File: src/hw/cache_pkg.sv
`default_nettype none

package cache_pkg;

	// ====================
	// CPU write width
	// ====================
	typedef enum logic [1:0] {
		SIZE_BYTE,
		SIZE_HALF,
		SIZE_WORD
	} access_size_t;

	// ====================
	// Miss handling FSM
	// ====================
	typedef enum logic [2:0] {
		READY,
		FILL_REQUEST,
		FILL_WAIT,
		WRITEBACK_REQUEST,
		WRITEBACK_WAIT
	} cache_state_t;

endpackage

`default_nettype wire

File: src/hw/cache_ctrl.sv
`timescale 1ns/1ps
`default_nettype none

module cache_ctrl #(
	parameter LINE_SIZE = 256,
	parameter ADDR_SIZE = 12
) (
	input  logic                   clk_i,
	input  logic                   reset_i,
	input  logic                   cpu_valid,
	input  logic                   cpu_write,
	input  logic                   hit,
	input  logic                   victim_dirty,
	input  logic [ADDR_SIZE-1:0]   victim_addr,
	input  logic [ADDR_SIZE-1:0]   cpu_line_addr,
	input  logic [LINE_SIZE-1:0]   line_data,
	input  logic                   mem_ready,
	output logic                   cpu_ready,
	output logic                   mem_valid,
	output logic                   mem_write,
	output logic [ADDR_SIZE-1:0]   mem_addr,
	output logic [LINE_SIZE-1:0]   mem_wr_data,
	output logic                   tag_we,
	output logic                   tag_set_dirty,
	output logic                   tag_clean,
	output logic                   tag_fill,
	output logic                   data_merge,
	output logic                   data_fill
);

	cache_pkg::cache_state_t state;
	cache_pkg::cache_state_t next_state;

	// ====================
	// Next state
	// ====================
	always_comb begin
		next_state = state;
		case (state)
			cache_pkg::READY: begin
				if (cpu_valid && !hit && mem_ready) begin
					if (victim_dirty)
						next_state = cache_pkg::WRITEBACK_REQUEST;
					else
						next_state = cache_pkg::FILL_REQUEST;
				end
			end
			cache_pkg::FILL_REQUEST:      next_state = cache_pkg::FILL_WAIT; // One cycle pulse
			cache_pkg::FILL_WAIT: begin
				if (mem_ready)
					next_state = cache_pkg::READY;
			end
			cache_pkg::WRITEBACK_REQUEST: next_state = cache_pkg::WRITEBACK_WAIT;
			cache_pkg::WRITEBACK_WAIT: begin
				if (mem_ready)
					next_state = cache_pkg::FILL_REQUEST; // Refill once the victim is written
			end
			default:                      next_state = cache_pkg::READY;
		endcase
	end

	// ====================
	// Outputs
	// ====================
	always_comb begin
		cpu_ready     = 1'b0;
		mem_valid     = 1'b0;
		mem_write     = 1'b0;
		mem_addr      = '0;
		mem_wr_data   = '0;
		tag_we        = 1'b0;
		tag_set_dirty = 1'b0;
		tag_clean     = 1'b0;
		tag_fill      = 1'b0;
		data_merge    = 1'b0;
		data_fill     = 1'b0;
		case (state)
			cache_pkg::READY: begin
				cpu_ready     = 1'b1;
				data_merge    = cpu_valid && cpu_write && hit; // Write hit
				tag_we        = cpu_valid && cpu_write && hit;
				tag_set_dirty = 1'b1;
			end
			cache_pkg::FILL_REQUEST: begin
				mem_valid = 1'b1;
				mem_addr  = cpu_line_addr;
			end
			cache_pkg::FILL_WAIT: begin
				cpu_ready     = mem_ready;
				mem_addr      = cpu_line_addr;
				data_fill     = mem_ready;
				tag_we        = mem_ready;
				tag_fill      = 1'b1;
				tag_set_dirty = cpu_write; // Write-allocate leaves line dirty
			end
			cache_pkg::WRITEBACK_REQUEST: begin
				mem_valid   = 1'b1;
				mem_write   = 1'b1;
				mem_addr    = victim_addr;
				mem_wr_data = line_data;
			end
			cache_pkg::WRITEBACK_WAIT: begin
				mem_write   = 1'b1;
				mem_addr    = victim_addr;
				mem_wr_data = line_data;
				tag_we      = mem_ready;
				tag_clean   = 1'b1;
			end
			default: begin
			end
		endcase
	end

	always_ff @(posedge clk_i) begin
		if (reset_i)
			state <= cache_pkg::READY;
		else
			state <= next_state;
	end

	// Memory goes busy after every request
	assert property (@(posedge clk_i) disable iff (reset_i)
		mem_valid |=> !mem_ready);

	// Fill never replaces a dirty line
	assert property (@(posedge clk_i) disable iff (reset_i)
		(mem_valid && !mem_write) |-> !victim_dirty);

endmodule

`default_nettype wire

File: config.mk
export PLATFORM = sky130hd
export DESIGN_NAME = cache_ctrl
export DESIGN_NICKNAME = d
export VERILOG_FILES = /design/src/hw/cache_pkg.sv /design/src/hw/cache_ctrl.sv
export SDC_FILE = /design/constraint.sdc
export NUM_CORES = 1
export LEC_CHECK = 0
export BUFFER_PORTS_ARGS = -buffer_cell sky130_fd_sc_hd__buf_4
export CAP_MARGIN = 10
export CELL_PAD_IN_SITES_DETAIL_PLACEMENT = 0
export CELL_PAD_IN_SITES_GLOBAL_PLACEMENT = 1
export CORE_AREA = 3 3 216 218
export CTS_BUF_LIST = sky130_fd_sc_hd__clkbuf_16
export CTS_CLUSTER_DIAMETER = 60
export DETAILED_ROUTE_END_ITERATION = 10
export DIE_AREA = 0 0 219 221
export PLACE_DENSITY_LB_ADDON = 0.1
export SETUP_SLACK_MARGIN = 0.4
export SLEW_MARGIN = 5
export SYNTH_ARGS = -nofsm -noshare
export SYNTH_HDL_FRONTEND = slang
export SYNTH_SLANG_ARGS = --single-unit
File: constraint.sdc
create_clock -name clk_i -period 1.53 [get_ports clk_i]
set_input_delay 0.306 -clock clk_i [delete_from_list [all_inputs] [get_ports clk_i]]
set_output_delay 0.306 -clock clk_i [all_outputs]
set_load 0.1 [all_outputs]
# == Word level (Yosys, flattened, before mapping) ==
# Index checks and enable logic that the tools add are counted.
# op_classes
n_eq_ne,7
mux,16
reduce_logical,11
# ops
operator,count
$mux 256,1
$pmux 12 s2,1
$pmux 3 s5,1
$mux 3,3
$reduce_or 2->1,4
$eq 3x2->1 const B,2
$mux 1,6
$ne 2x2->1 const B,3
$pmux 1 s2,3
$logic_and 1x1->1,4
$eq 3x1->1 const B,1
$eq 3x3->1 const B,1
$logic_not 3->1,1
$reduce_and 3->1,1
$mux 2,1
$logic_not 1->1,1
# word_totals
register_bits,3
inputBits,287
output_inout_bits,277
wordCells,35

# == Logic depth before layout (Yosys ltp) ==
# Gate-level depths: netlist of the first run.
# logic_depth
depth_word,5
ltp_mapped,6
depth_no_buf,2

# == Worst setup path before layout of the first run ==
# No wires, ideal clock.
# synth_timing
kind,register to output
start,register state[0]
end,output data_fill
t_arrival_ps,3847
required_time_ps,1224
slack_ps,-2623
stages_incl_launch_ff,5
n_path_buf,2
path_cell_list,dfxtp_1 > buf_6 > buf_2 > nor3b_1 > and2_1
# synth_via
elab_chain_len,2
# synth_lines
item,line,source
"start, declared",cache_ctrl.sv:31,cache_pkg::cache_state_t state;
"start signal, assigned",cache_ctrl.sv:116,state <= cache_pkg::READY;
"start signal, assigned",cache_ctrl.sv:118,state <= next_state;
$eq 3x2->1,cache_ctrl.sv:77,case (state)
$mux 1,cache_ctrl.sv:77,
"end, declared",cache_ctrl.sv:28,output logic data_fill
# Every way passes these cells.

# == Final worst setup path of the first run ==
# layout_timing
start,register state[1]
end,output mem_wr_data[168]
# layout_via
elab_chain_len,3
word_cells_on_any_way,4
cone_classes,eq/ne: 2; mux: 1; reduce/logical: 1
# layout_lines
item,line,source
$eq 3x3->1 or $eq 3x2->1 (tied branches),cache_ctrl.sv:77,
$reduce_or 2->1 (no line) *,--,
$mux 256 *,cache_ctrl.sv:77,
"end, declared",cache_ctrl.sv:22,"output logic [LINE_SIZE-1:0] mem_wr_data,"
# Mark *: on every way between the ends. The rest lies on a longest branch, timed or not.

==> metrics.csv, run 1 <==
stage;metric;value;unit
sta;final worst setup slack;-0.6029;ns
yosys;syn avg cell area;7.659;sq um
clock_tree;hold buffers post-CTS;0;
yosys;register area share after synthesis;0.01946;
global_routing;largest net degree at the start of global routing;38;
layout;Final Util;0.3027;
worst_setup_path;Setup crit end kind;output pin;
worst_setup_path;Crit Path Category;flip-flop to output pin;
layout;register area;63.81;sq um
routing;DRC Markers;0;
layout;Largest Register;state;
layout;max reg flops;3;
routing;Vias/cell;3.551;
pwr;Power Total;0.002315;W
yosys;top-area cell type share of the netlist area;0.4645;
yosys;number of enable flip-flop cells after synthesis;0;
routing;drt wl/cell;19.77;um
layout;Layout area overhead;342.1;%
global_routing;first-pass GRT wire length;41860;um
pwr;sequential power share;0.036;
yosys;Post-Syn Area;3087;sq um
yosys;ys flop type;dfxtp_1;
pwr;Gate power share;0.787;
clock_tree;CTS root buf;clkbuf_16;
yosys;Synth Register Bits;3;
floorplanning;area of the die;48400;sq um
hold_path;Min-Delay Path Depth;2;
sta;crit share post-route;1.394;
yosys;Yosys cell types;30;
layout;biggest regs;state: 3 flops;
placement;Post-DP Area;9168;sq um
routing;First DRT Iteration DRCs;103;
global_routing;vias in the first global route;5852;
yosys;Warnings, synthesis;0;
pwr;Clk pwr share;0.177;
clock_tree;CTS Sinks;3;
worst_setup_path;data required time at the worst endpoint;1.22;ns
outcome;status;finished with violations;
clock_tree;worst skew pair latency;0.22;ns
sta;min cycle time layout;2.133;ns
routing;final WL;30780;um
clock_tree;Clock transition at path regs;0.03;ns
global_routing;global route overflow;0;
sta;final setup fails;278;
clock_tree;Max Root-Sink Buffers;2;
layout;# diodes;0;
placement;HPWL after DPL;25480;um
job;Max-Cap Viols;0;
yosys;most frequent cell after synthesis;a21boi_1;
yosys;Synth area leaders;a21boi_1, a21boi_0, buf_6, a21boi_2, clkbuf_1;
layout;design area;13650;sq um
hold_path;Hold WC Path Type;input pin to flip-flop;
floorplanning;height of the chip;221;um
sta;Slew Limit Fails;0;
floorplanning;Initial Utilization;0.06846;
floorplanning;die width;219;um
pwr;Leak Pwr;5.553;nW
floorplanning;Core ar.;45090;sq um
sta;Slew headroom;0.6737;
floorplanning;Ports;564;
yosys;Synthesized Nets;690;
sta;setup_tns;-145.83;ns
worst_setup_path;Critical Path AT;1.83;ns
routing;vias;5529;
global_routing;global-route usage over all layers;0.1141;
floorplanning;FP Rows;78;
worst_setup_path;CP Launch Type;flip-flop;
sta;RSZ-0062 raised after global routing;yes;
clock_tree;H-Tree Depth;1;
clock_tree;Num CTS Buffers;3;
layout;layout cells sized above 1;0.9331;
pwr;maximum VDD drop;215.0;uV
layout;nets;1245;
worst_setup_path;CP max-delay cell;or3b_4;
global_routing;initial antenna violation count;2;
pwr;Sw Pwr;0.0009232;W
worst_setup_path;crit-path cells;or3b_4, buf_12, buf_12, a21boi_1, buf_6;
outcome;violated checks;negative setup slack;
sta;fmax;468.8;MHz
sta;Clock Skew;0.00008409;ns
placement;GP Congestion;0.7791;
placement;port bufs;563;
yosys;Post-Syn Instances;403;
worst_setup_path;crit-path max cell delay;0.41;ns
pwr;total internal power;0.001392;W
pwr;Sw Ratio;0.3988;
clock_tree;CTS tree;built;
pwr;Cell Pwr Density;169.6;nW/um^2
worst_setup_path;R2R depth;4;
worst_setup_path;most used cell, CP;buf_12;
sta;Worst-Margin Slew;0.4895;ns
sta;final hold vios;0;
routing;Pre-Repair DR Iteration Count;4;
layout;FILL cells;4615;
layout;Multi-input gate area;4730;sq um
routing;Post-DRT Antenna Nets;0;
worst_setup_path;CP Max Fanout;31;
yosys;cell accounting for the most synthesized area;a21boi_1;
yosys;Post-synth top cells;a21boi_1, a21boi_0, clkbuf_1;
yosys;async set-or-reset flop fraction in the synthesized netlist;0;
[cell families (layout without fill, tap and decap cells)]
kind of cell | count (synthesis) | after routing | share of synthesized area
simple gates | 40 | 40 | 0.09121
buf+inv | 72 | 626 | 0.1504
compound gates | 275 | 275 | 0.6972
flops | 3 | 3 | 0.01946
xor+xnor | 1 | 1 | 0.002838
mux | 12 | 12 | 0.03892
[layout make-up]
cell class / count / share of cell area
repair buffers: 618 / 0.5866
multi-input cells: 328 / 0.3466
well taps: 600 / 0.05501
clock buffers: 3 / 0.005501
flip-flops and latches: 3 / 0.004676
inverters: 4 / 0.001375
clock inverters: 1 / 0.0002751
[worst paths after layout]
path,start,to,slack (ns)
max,state[1],mem_wr_data[168],-0.60
min,reset_i,state[0],0.30
max reg2reg,state[1],state[0],-0.05
min reg2reg,state[1],state[1],0.82
[per-stage QoR]
step	hold slack [ns]	worst slack (ns)	std cells
after floorplan	0.3975	-1.400	403
after global placement	0.5278	-0.5236	1551
after detailed placement	0.5268	-0.5022	1551
after CTS	0.2933	-0.5944	1556
after global routing	0.3141	-0.6441	1557
final	0.2955	-0.6029	1557
[metal layers]
metal	wire length [um]	share of wire	global-route usage	vias up
li1	-	-	-	2611
met1	10470	0.34	0.1154	2627
met2	17420	0.57	0.2363	275
met3	2692	0.087	0.02952	12
met4	176	0.0057	0.01066	4
met5	27	0.00088	0	-
[power by group through the flow]
stage               clock, W  combinational, W  sequential [W]
global route        0.000425           0.00190       0.0000845
floorplan                  0          0.000856       0.0000846
CTS                 0.000418           0.00168       0.0000840
finish              0.000410           0.00182       0.0000841
detailed placement         0           0.00160       0.0000850
global placement           0           0.00160       0.0000849
[cells in the final DEF, fill, tap and decap left out, drive strengths merged]
| master | synthesis | routed |
|---|---|---|
| buf | 35 | 617 |
| mux2i | 12 | 12 |
| xnor2 | 1 | 1 |
| or4bb | 10 | 10 |
| or2 | 3 | 3 |
| nor2 | 3 | 3 |
| o22ai | 1 | 1 |
| o221ai | 12 | 12 |
| nand2b | 2 | 2 |
| inv | 4 | 4 |
| clkinvlp | 0 | 1 |
| nand4bb | 2 | 2 |
| nor3b | 1 | 1 |
| dfxtp | 3 | 3 |
| and4b | 1 | 1 |
| a2111oi | 1 | 1 |
| or3b | 1 | 1 |
| o211a | 1 | 1 |
| o21ai | 1 | 1 |
| a21boi | 258 | 258 |
| nor2b | 1 | 1 |
| nand2 | 13 | 13 |
| nand4b | 1 | 1 |
| and2 | 1 | 1 |
| nand3b | 1 | 1 |
| clkbuf | 33 | 4 |
| o32ai | 1 | 1 |
[repair_timing]
item / in CTS / in global routing
setup endpoints to repair: 280 / 280
setup buffers: 1 / 0
pin swaps: 3 / 8
gates resized for setup: 438 / 559
gates cloned: 0 / 1
[critical path, delay by kind of cell, from the launching register on]
| kind | cells | cell delay (ns) |
|---|---|---|
| buf+inv | 3 | 0.64 |
| compound gates | 1 | 0.20 |
| simple gates | 1 | 0.41 |
| flops | 1 | 0.31 |
No activity file was read; power rests on OpenSTA's default activity.
==> inputs of run 2 (changes only) <==
--- a/config.mk
+++ b/config.mk
@@ -5,15 +5,16 @@
 export SDC_FILE = /design/constraint.sdc
 export NUM_CORES = 1
 export LEC_CHECK = 0
+export ABC_CLOCK_PERIOD_IN_PS = 2300
 export BUFFER_PORTS_ARGS = -buffer_cell sky130_fd_sc_hd__buf_4
 export CAP_MARGIN = 10
 export CELL_PAD_IN_SITES_DETAIL_PLACEMENT = 0
 export CELL_PAD_IN_SITES_GLOBAL_PLACEMENT = 1
-export CORE_AREA = 3 3 216 218
+export CORE_AREA = 3 3 215 217
 export CTS_BUF_LIST = sky130_fd_sc_hd__clkbuf_16
 export CTS_CLUSTER_DIAMETER = 60
 export DETAILED_ROUTE_END_ITERATION = 10
-export DIE_AREA = 0 0 219 221
+export DIE_AREA = 0 0 218 220
 export PLACE_DENSITY_LB_ADDON = 0.1
 export SETUP_SLACK_MARGIN = 0.4
 export SLEW_MARGIN = 5
==> constraint.sdc (replaced) <==
create_clock -name clk_i -period 2.3 [get_ports clk_i]
set_input_delay 0.46 -clock clk_i [delete_from_list [all_inputs] [get_ports clk_i]]
set_output_delay 0.46 -clock clk_i [all_outputs]
set_load 0.1 [all_outputs]
==> run 2 against run 1 <==
Against the previous run:
- the flow still finishes with violations (negative setup slack)
- sequential share of layout area about the same
- final cell count decreased by 0.39%
- clock skew increased by 0.0017 ns
- critical path depth increased by 1
- wire length increased by 0.54%
- critical path type unchanged
- largest power group unchanged
==> metrics.csv, run 2 (synthesized netlist as in run 1, its figures left out) <==
stage;metric;value;unit;change
outcome;status;finished with violations;;
outcome;violated checks;negative setup slack;;
layout;biggest regs;state: 3 flops;;
placement;pre-CTS setup slack;0.09187;ns;+0.5940 ns
layout;nets;1247;;+0.16%
worst_setup_path;CP Max Fanout;30;;-3.2%
layout;register area;63.81;sq um;unchanged
placement;placed cell count;1536;;-0.97%
floorplanning;Ports;564;;unchanged
layout;Largest Register;state;;
routing;Post-DRT Antenna Nets;0;;unchanged
job;Max-Cap Viols;0;;unchanged
global_routing;global route overflow;0;;unchanged
global_routing;Global Route met1 Usage;0.1167;;+0.001349
pwr;Power Total;0.001497;W;-35%
placement;HPWL after DPL;24750;um;-2.9%
layout;# diodes;0;;unchanged
sta;final worst setup slack;-0.02679;ns;+0.5761 ns
sta;Slew headroom;0.5588;;-0.1149
floorplanning;area of the die;47960;sq um;-0.91%
placement;port bufs;563;;unchanged
layout;commonest non-fill, non-tap cell in the layout;buf_4;;
sta;Slew Limit Fails;0;;unchanged
sta;min cycle time layout;2.327;ns;
worst_setup_path;crit-path max cell delay;0.32;ns;-0.09 ns
layout;Layout area overhead;325.3;%;
placement;GP Congestion;0.7237;;-7.1%
worst_setup_path;CP max-delay cell;dfxtp_2;;
layout;Final Util;0.2962;;-0.006481
worst_setup_path;data required time at the worst endpoint;1.84;ns;+0.62 ns
floorplanning;height of the chip;220;um;-0.45%
clock_tree;CTS root buf;clkbuf_16;;
routing;Vias/cell;3.564;;+0.35%
worst_setup_path;Setup crit end kind;output pin;;
worst_setup_path;CP Launch Type;flip-flop;;
routing;drt wl/cell;19.95;um;+0.93%
routing;vias;5527;;-0.036%
worst_setup_path;flop2flop setup slack;0.56;ns;+0.61 ns
layout;Multi-input gate area;4527;sq um;-4.3%
global_routing;global-route usage over all layers;0.1092;;-0.004932
sta;crit share post-route;1.012;;
pwr;maximum VDD drop;227.0;uV;+5.6%
clock_tree;Max Root-Sink Buffers;2;;unchanged
floorplanning;Initial Utilization;0.06965;;+0.001191
worst_setup_path;Critical Path AT;1.87;ns;+0.04 ns
sta;setup_tns;-0.1707;ns;+145.66 ns
global_routing;GRT busiest layer;met2;;
clock_tree;worst skew pair latency;0.22;ns;about the same
global_routing;initial antenna violation count;3;;+1
clock_tree;Num CTS Buffers;3;;unchanged
pwr;Leak Pwr;5.428;nW;-2.3%
layout;FILL cells;4589;;-0.56%
layout;fin cells;1551;;-0.39%
routing;final WL;30940;um;+0.54%
clock_tree;CTS tree;built;;
worst_setup_path;most used cell, CP;buf_12;;
routing;First DRT Iteration DRCs;140;;+36%
hold_path;Hold WC Path Type;input pin to flip-flop;;
floorplanning;Core ar.;44320;sq um;-1.7%
layout;max reg flops;3;;unchanged
sta;final hold vios;0;;unchanged
sta;fmax;429.8;MHz;
pwr;Cell Pwr Density;114.0;nW/um^2;-33%
sta;Worst-Margin Slew;0.6451;ns;+0.1556 ns
routing;DRC Markers;0;;unchanged
routing;Pre-Repair DR Iteration Count;4;;unchanged
layout;layout cells sized above 1;0.9145;;-0.01863
sta;RSZ-0062 raised after global routing;yes;;
layout;most frequent cells in the layout;buf_4, buf_12, a21boi_4;;
global_routing;first-pass GRT wire length;39800;um;-4.9%
global_routing;M2 GR Usage;0.2160;;-0.02027
sta;final setup fails;18;;-94%
clock_tree;Clock transition at path regs;0.03;ns;about the same
worst_setup_path;crit-path cells;nand3b_1, buf_12, buf_12, buf_4, a21boi_2, buf_6;;
floorplanning;die width;218;um;-0.46%
global_routing;largest net degree at the start of global routing;43;;+13%
clock_tree;H-Tree Depth;1;;unchanged
floorplanning;FP Rows;77;;-1.3%
worst_setup_path;Crit Path Category;flip-flop to output pin;;
sta;Clock Skew;0.001813;ns;+0.001729 ns
global_routing;met3 Track Usage GR;0.03447;;+0.004948
global_routing;vias in the first global route;5679;;-3.0%
clock_tree;CTS Sinks;3;;unchanged
run 2: per-stage QoR:
stage | cell area, sq um | hold slack, ns
after CTS | 10570 | 0.4851
final | 13130 | 0.4807
after global placement | 9017 | 0.7266
after global routing | 13130 | 0.4852
after floorplan | 4025 | 0.5497
after detailed placement | 9017 | 0.7160
run 2: report_power, final:
group	switching (W)	internal [W]	leakage [nW]	total, W
Combinational	0.000553	0.000614	5.36	0.00117
Clock	0.0000485	0.000224	0.0423	0.000273
Sequential	0.00000162	0.0000546	0.0258	0.0000562
Total	0.000604	0.000893	5.43	0.00150
run 2: cell type report:
| class | instances | area share |
|---|---|---|
| Sequential cell | 3 | 0.004861 |
| Inverter | 4 | 0.001430 |
| Clock buffer | 3 | 0.005719 |
| Tap cell | 592 | 0.05643 |
| Multi-Input combinational cell | 328 | 0.3449 |
| Timing Repair Buffer | 620 | 0.5864 |
| Clock inverter | 1 | 0.0002860 |
run 2: critical path: cells and delay by family, from the launching register on:
| family | cells | cell delay [ns] |
|---|---|---|
| buffers and inverters | 4 | 0.87 |
| AO/OA/AOI/OAI | 1 | 0.15 |
| AND/OR/NAND/NOR | 1 | 0.24 |
| flip-flops | 1 | 0.32 |
run 2: timing repair:
| action | CTS | global route |
|---|---|---|
| hold buffers | 0 | 0 |
| gates resized for setup | 333 | 550 |
| setup endpoints to repair | 273 | 276 |
| setup buffers | 3 | 2 |
| pin swaps | 9 | 4 |
| cloned | 1 | 5 |
| endpoints found under the hold margin | 0 | 0 |
run 2: final timing paths:
kind,startpoint,to,depth (start not counted)
setup / recovery,state[2],mem_wr_data[216],6
hold / removal,reset_i,state[0],2
setup reg to reg,state[1],state[0],3
hold reg to reg,state[2],state[0],3
run 2: layer usage:
layer,share of wire,routed length (um),up-vias
li1,-,-,2617
met1,0.34,10580,2620
met2,0.56,17460,268
met3,0.086,2661,16
met4,0.0067,207,6
met5,0.0012,37,-
==> inputs of run 3 (changes only) <==
--- a/config.mk
+++ b/config.mk
@@ -17,6 +17,7 @@
 export DIE_AREA = 0 0 218 220
 export PLACE_DENSITY_LB_ADDON = 0.1
 export SETUP_SLACK_MARGIN = 0.4
+export SKIP_CTS_REPAIR_TIMING = 1
 export SLEW_MARGIN = 5
 export SYNTH_ARGS = -nofsm -noshare
 export SYNTH_HDL_FRONTEND = slang
==> constraint.sdc (replaced) <==
create_clock -name clk_i -period 2.3 [get_ports clk_i]
set_input_delay 0.345 -clock clk_i [delete_from_list [all_inputs] [get_ports clk_i]]
set_output_delay 0.345 -clock clk_i [all_outputs]
set_load 0.1 [all_outputs]
==> run 3 against run 2 <==
Against the previous run:
- sequential power is 0.7% higher
- clock power hardly changed
- die area stayed put
- global-route usage is 0.84 points higher
- the run still ends with negative setup slack left
- wire length is 15% higher
- fmax is 0.46% higher
- non-clock buffer count is 1 higher
- highest routed layer unchanged
- via count is 0.63% higher
- total power is 0.89% lower
==> metrics.csv, run 3 (synthesized netlist as in run 1, its figures left out) <==
stage;metric;value;unit;change
sta;Slew Limit Fails;0;;unchanged
clock_tree;CTS root buf;clkbuf_16;;
routing;met3 routed WL;2992;um;+12%
layout;Final Util;0.2759;;-0.02033
sta;Slew headroom;0.5429;;-0.01589
sta;final setup fails;6;;-12
floorplanning;Ports;564;;unchanged
worst_setup_path;Critical Path Source;state[1];;
sta;final worst setup slack;-0.01622;ns;+0.01057 ns
hold_path;Hold WC Path Type;input pin to flip-flop;;
hold_path;min-delay src;reset_i;;
worst_setup_path;Critical Path AT;1.97;ns;+0.10 ns
sta;RSZ-0062 raised after global routing;yes;;
routing;First DRT Iteration DRCs;114;;-19%
hold_path;Hold Crit Endpoint;state[0];;
routing;Top Metal Used;met5;;
worst_setup_path;CP Launch Type;flip-flop;;
global_routing;largest net degree at the start of global routing;57;;+33%
outcome;violated checks;negative setup slack;;
sta;min cycle time layout;2.316;ns;-0.01057 ns
outcome;status;finished with violations;;
global_routing;global-route usage over all layers;0.1176;;+0.008432
pwr;maximum VDD drop;169.4;uV;-25%
layout;nets;1248;;+0.080%
worst_setup_path;Buf/Inv on CP;5;;+1
worst_setup_path;CP max-delay cell;or3b_4;;
worst_setup_path;cell family with most CP delay;buffers and inverters;;
floorplanning;Initial Utilization;0.06965;;unchanged
worst_setup_path;reg2reg start;state[1];;
worst_setup_path;R2R depth;3;;unchanged
floorplanning;Core ar.;44320;sq um;unchanged
worst_setup_path;data required time at the worst endpoint;1.96;ns;+0.12 ns
placement;HPWL after DPL;26990;um;+9.0%
sta;fmax;431.7;MHz;+0.46%
clock_tree;Max Root-Sink Buffers;2;;unchanged
worst_setup_path;CP Max Fanout;9;;-70%
worst_setup_path;flop2flop setup slack;0.53;ns;-0.03 ns
routing;WL met1;12900;um;+22%
layout;layout cells sized above 1;0.8479;;-0.06658
floorplanning;area of the die;47960;sq um;unchanged
layout;FILL cells;4691;;+2.2%
sta;Clock Skew;0.0007146;ns;-0.001098 ns
layout;commonest non-fill, non-tap cell in the layout;buf_4;;
clock_tree;Clock transition at path regs;0.03;ns;about the same
floorplanning;FP Rows;77;;unchanged
routing;final WL;35510;um;+15%
clock_tree;CTS Sinks;3;;unchanged
clock_tree;worst skew pair latency;0.22;ns;about the same
global_routing;global route overflow;0;;unchanged
global_routing;vias in the first global route;5462;;-3.8%
placement;port bufs;563;;unchanged
routing;vias;5562;;+0.63%
routing;Pre-Repair DR Iteration Count;4;;unchanged
worst_setup_path;FF-to-FF End;state[0];;
layout;fin cells;1553;;+0.13%
layout;most frequent cells in the layout;buf_4, buf_12, a21boi_4;;
floorplanning;die width;218;um;unchanged
layout;Largest Register;state;;
routing;Met2 Routed Length;18500;um;+6.0%
routing;Post-DRT Antenna Nets;0;;unchanged
worst_setup_path;crit-path cells;or3b_4, buf_6, buf_16, buf_12, buf_16, a21boi_4, buf_12;;
clock_tree;H-Tree Depth;1;;unchanged
sta;Worst-Margin Slew;0.6683;ns;+0.02324 ns
sta;Fin Hold WS;0.3695;ns;-0.1112 ns
hold_path;Min-Delay Path Depth;2;;unchanged
routing;Vias/cell;3.581;;+0.50%
clock_tree;Num CTS Buffers;3;;unchanged
sta;final hold vios;0;;unchanged
sta;crit share post-route;1.007;;-0.004597
global_routing;initial antenna violation count;5;;+2
global_routing;first-pass GRT wire length;41430;um;+4.1%
routing;drt wl/cell;22.87;um;+15%
pwr;Cell Pwr Density;121.3;nW/um^2;+6.4%
routing;DRC Markers;0;;unchanged
pwr;Leak Pwr;5.330;nW;-1.8%
worst_setup_path;crit-path max cell delay;0.43;ns;+0.11 ns
worst_setup_path;Crit Path Category;flip-flop to output pin;;
layout;biggest regs;state: 3 flops;;
placement;Post-DP Area;8914;sq um;-1.2%
job;Max-Cap Viols;0;;unchanged
placement;placed cell count;1518;;-1.2%
clock_tree;CTS tree;built;;
layout;design area;12230;sq um;-6.9%
floorplanning;height of the chip;220;um;unchanged
layout;Layout area overhead;296.1;%;
worst_setup_path;Setup crit end kind;output pin;;
placement;GP Congestion;0.7769;;+7.4%
layout;max reg flops;3;;unchanged
## run 3: cell types whose count changed in the layout (fill, tap and decap cells not counted), sizes merged
cell	previous run	this run
buf	616	608
diode	0	1
clkbuf	7	16
## run 3: routing by layer
metal	GRT usage	vias to the layer above
met4	0.03022	8
met1	0.1246	2614
met3	0.03764	36
li1	-	2617
met5	0	-
met2	0.2238	287
## run 3: through the flow
| stage | setup slack, ns | TNS, ns | total power [W] |
|---|---|---|---|
| after floorplan | -0.6689 | -121.91 | 0.0006220 |
| after global placement | 0.2259 | 0 | 0.001119 |
| after detailed placement | 0.2056 | 0 | 0.001114 |
| after CTS | -0.02470 | -0.3470 | 0.001394 |
| after global routing | -0.06591 | -0.7648 | 0.001543 |
| final | -0.01622 | -0.07453 | 0.001484 |
## run 3: how the worst max path moves through the flow
stage,depth (start not counted),end
2_1_floorplan,6,mem_wr_data[101]
3_3_place_gp,5,mem_wr_data[158]
3_5_place_dp,5,mem_wr_data[59]
4_1_cts,5,mem_wr_data[59]
5_1_grt,7,mem_wr_data[177]
6_report,7,mem_wr_data[177]
## run 3: report_power, final
group          leakage [nW]  switching, W  internal, W
sequential           0.0258    0.00000203    0.0000546
combinational          5.26      0.000561     0.000594
clock                0.0423     0.0000473     0.000224
## run 3: worst reg2reg max path, stage by stage (launching register included)
cell and delay (ns):
dfxtp_2 0.32, buf_4 0.22, or2_2 0.40, a2111oi_0 0.64
## run 3: final cells by class
type / count / area, sq um / area share
flip-flops and latches: 3 / 63.81 / 0.005220
repair buffers: 621 / 7092 / 0.5801
clock buffers: 3 / 75.07 / 0.006141
clock inverters: 1 / 3.754 / 0.0003070
well taps: 592 / 740.7 / 0.06059
inverters: 4 / 18.77 / 0.001535
multi-input cells: 328 / 4229 / 0.3459
diodes: 1 / 2.502 / 0.0002047
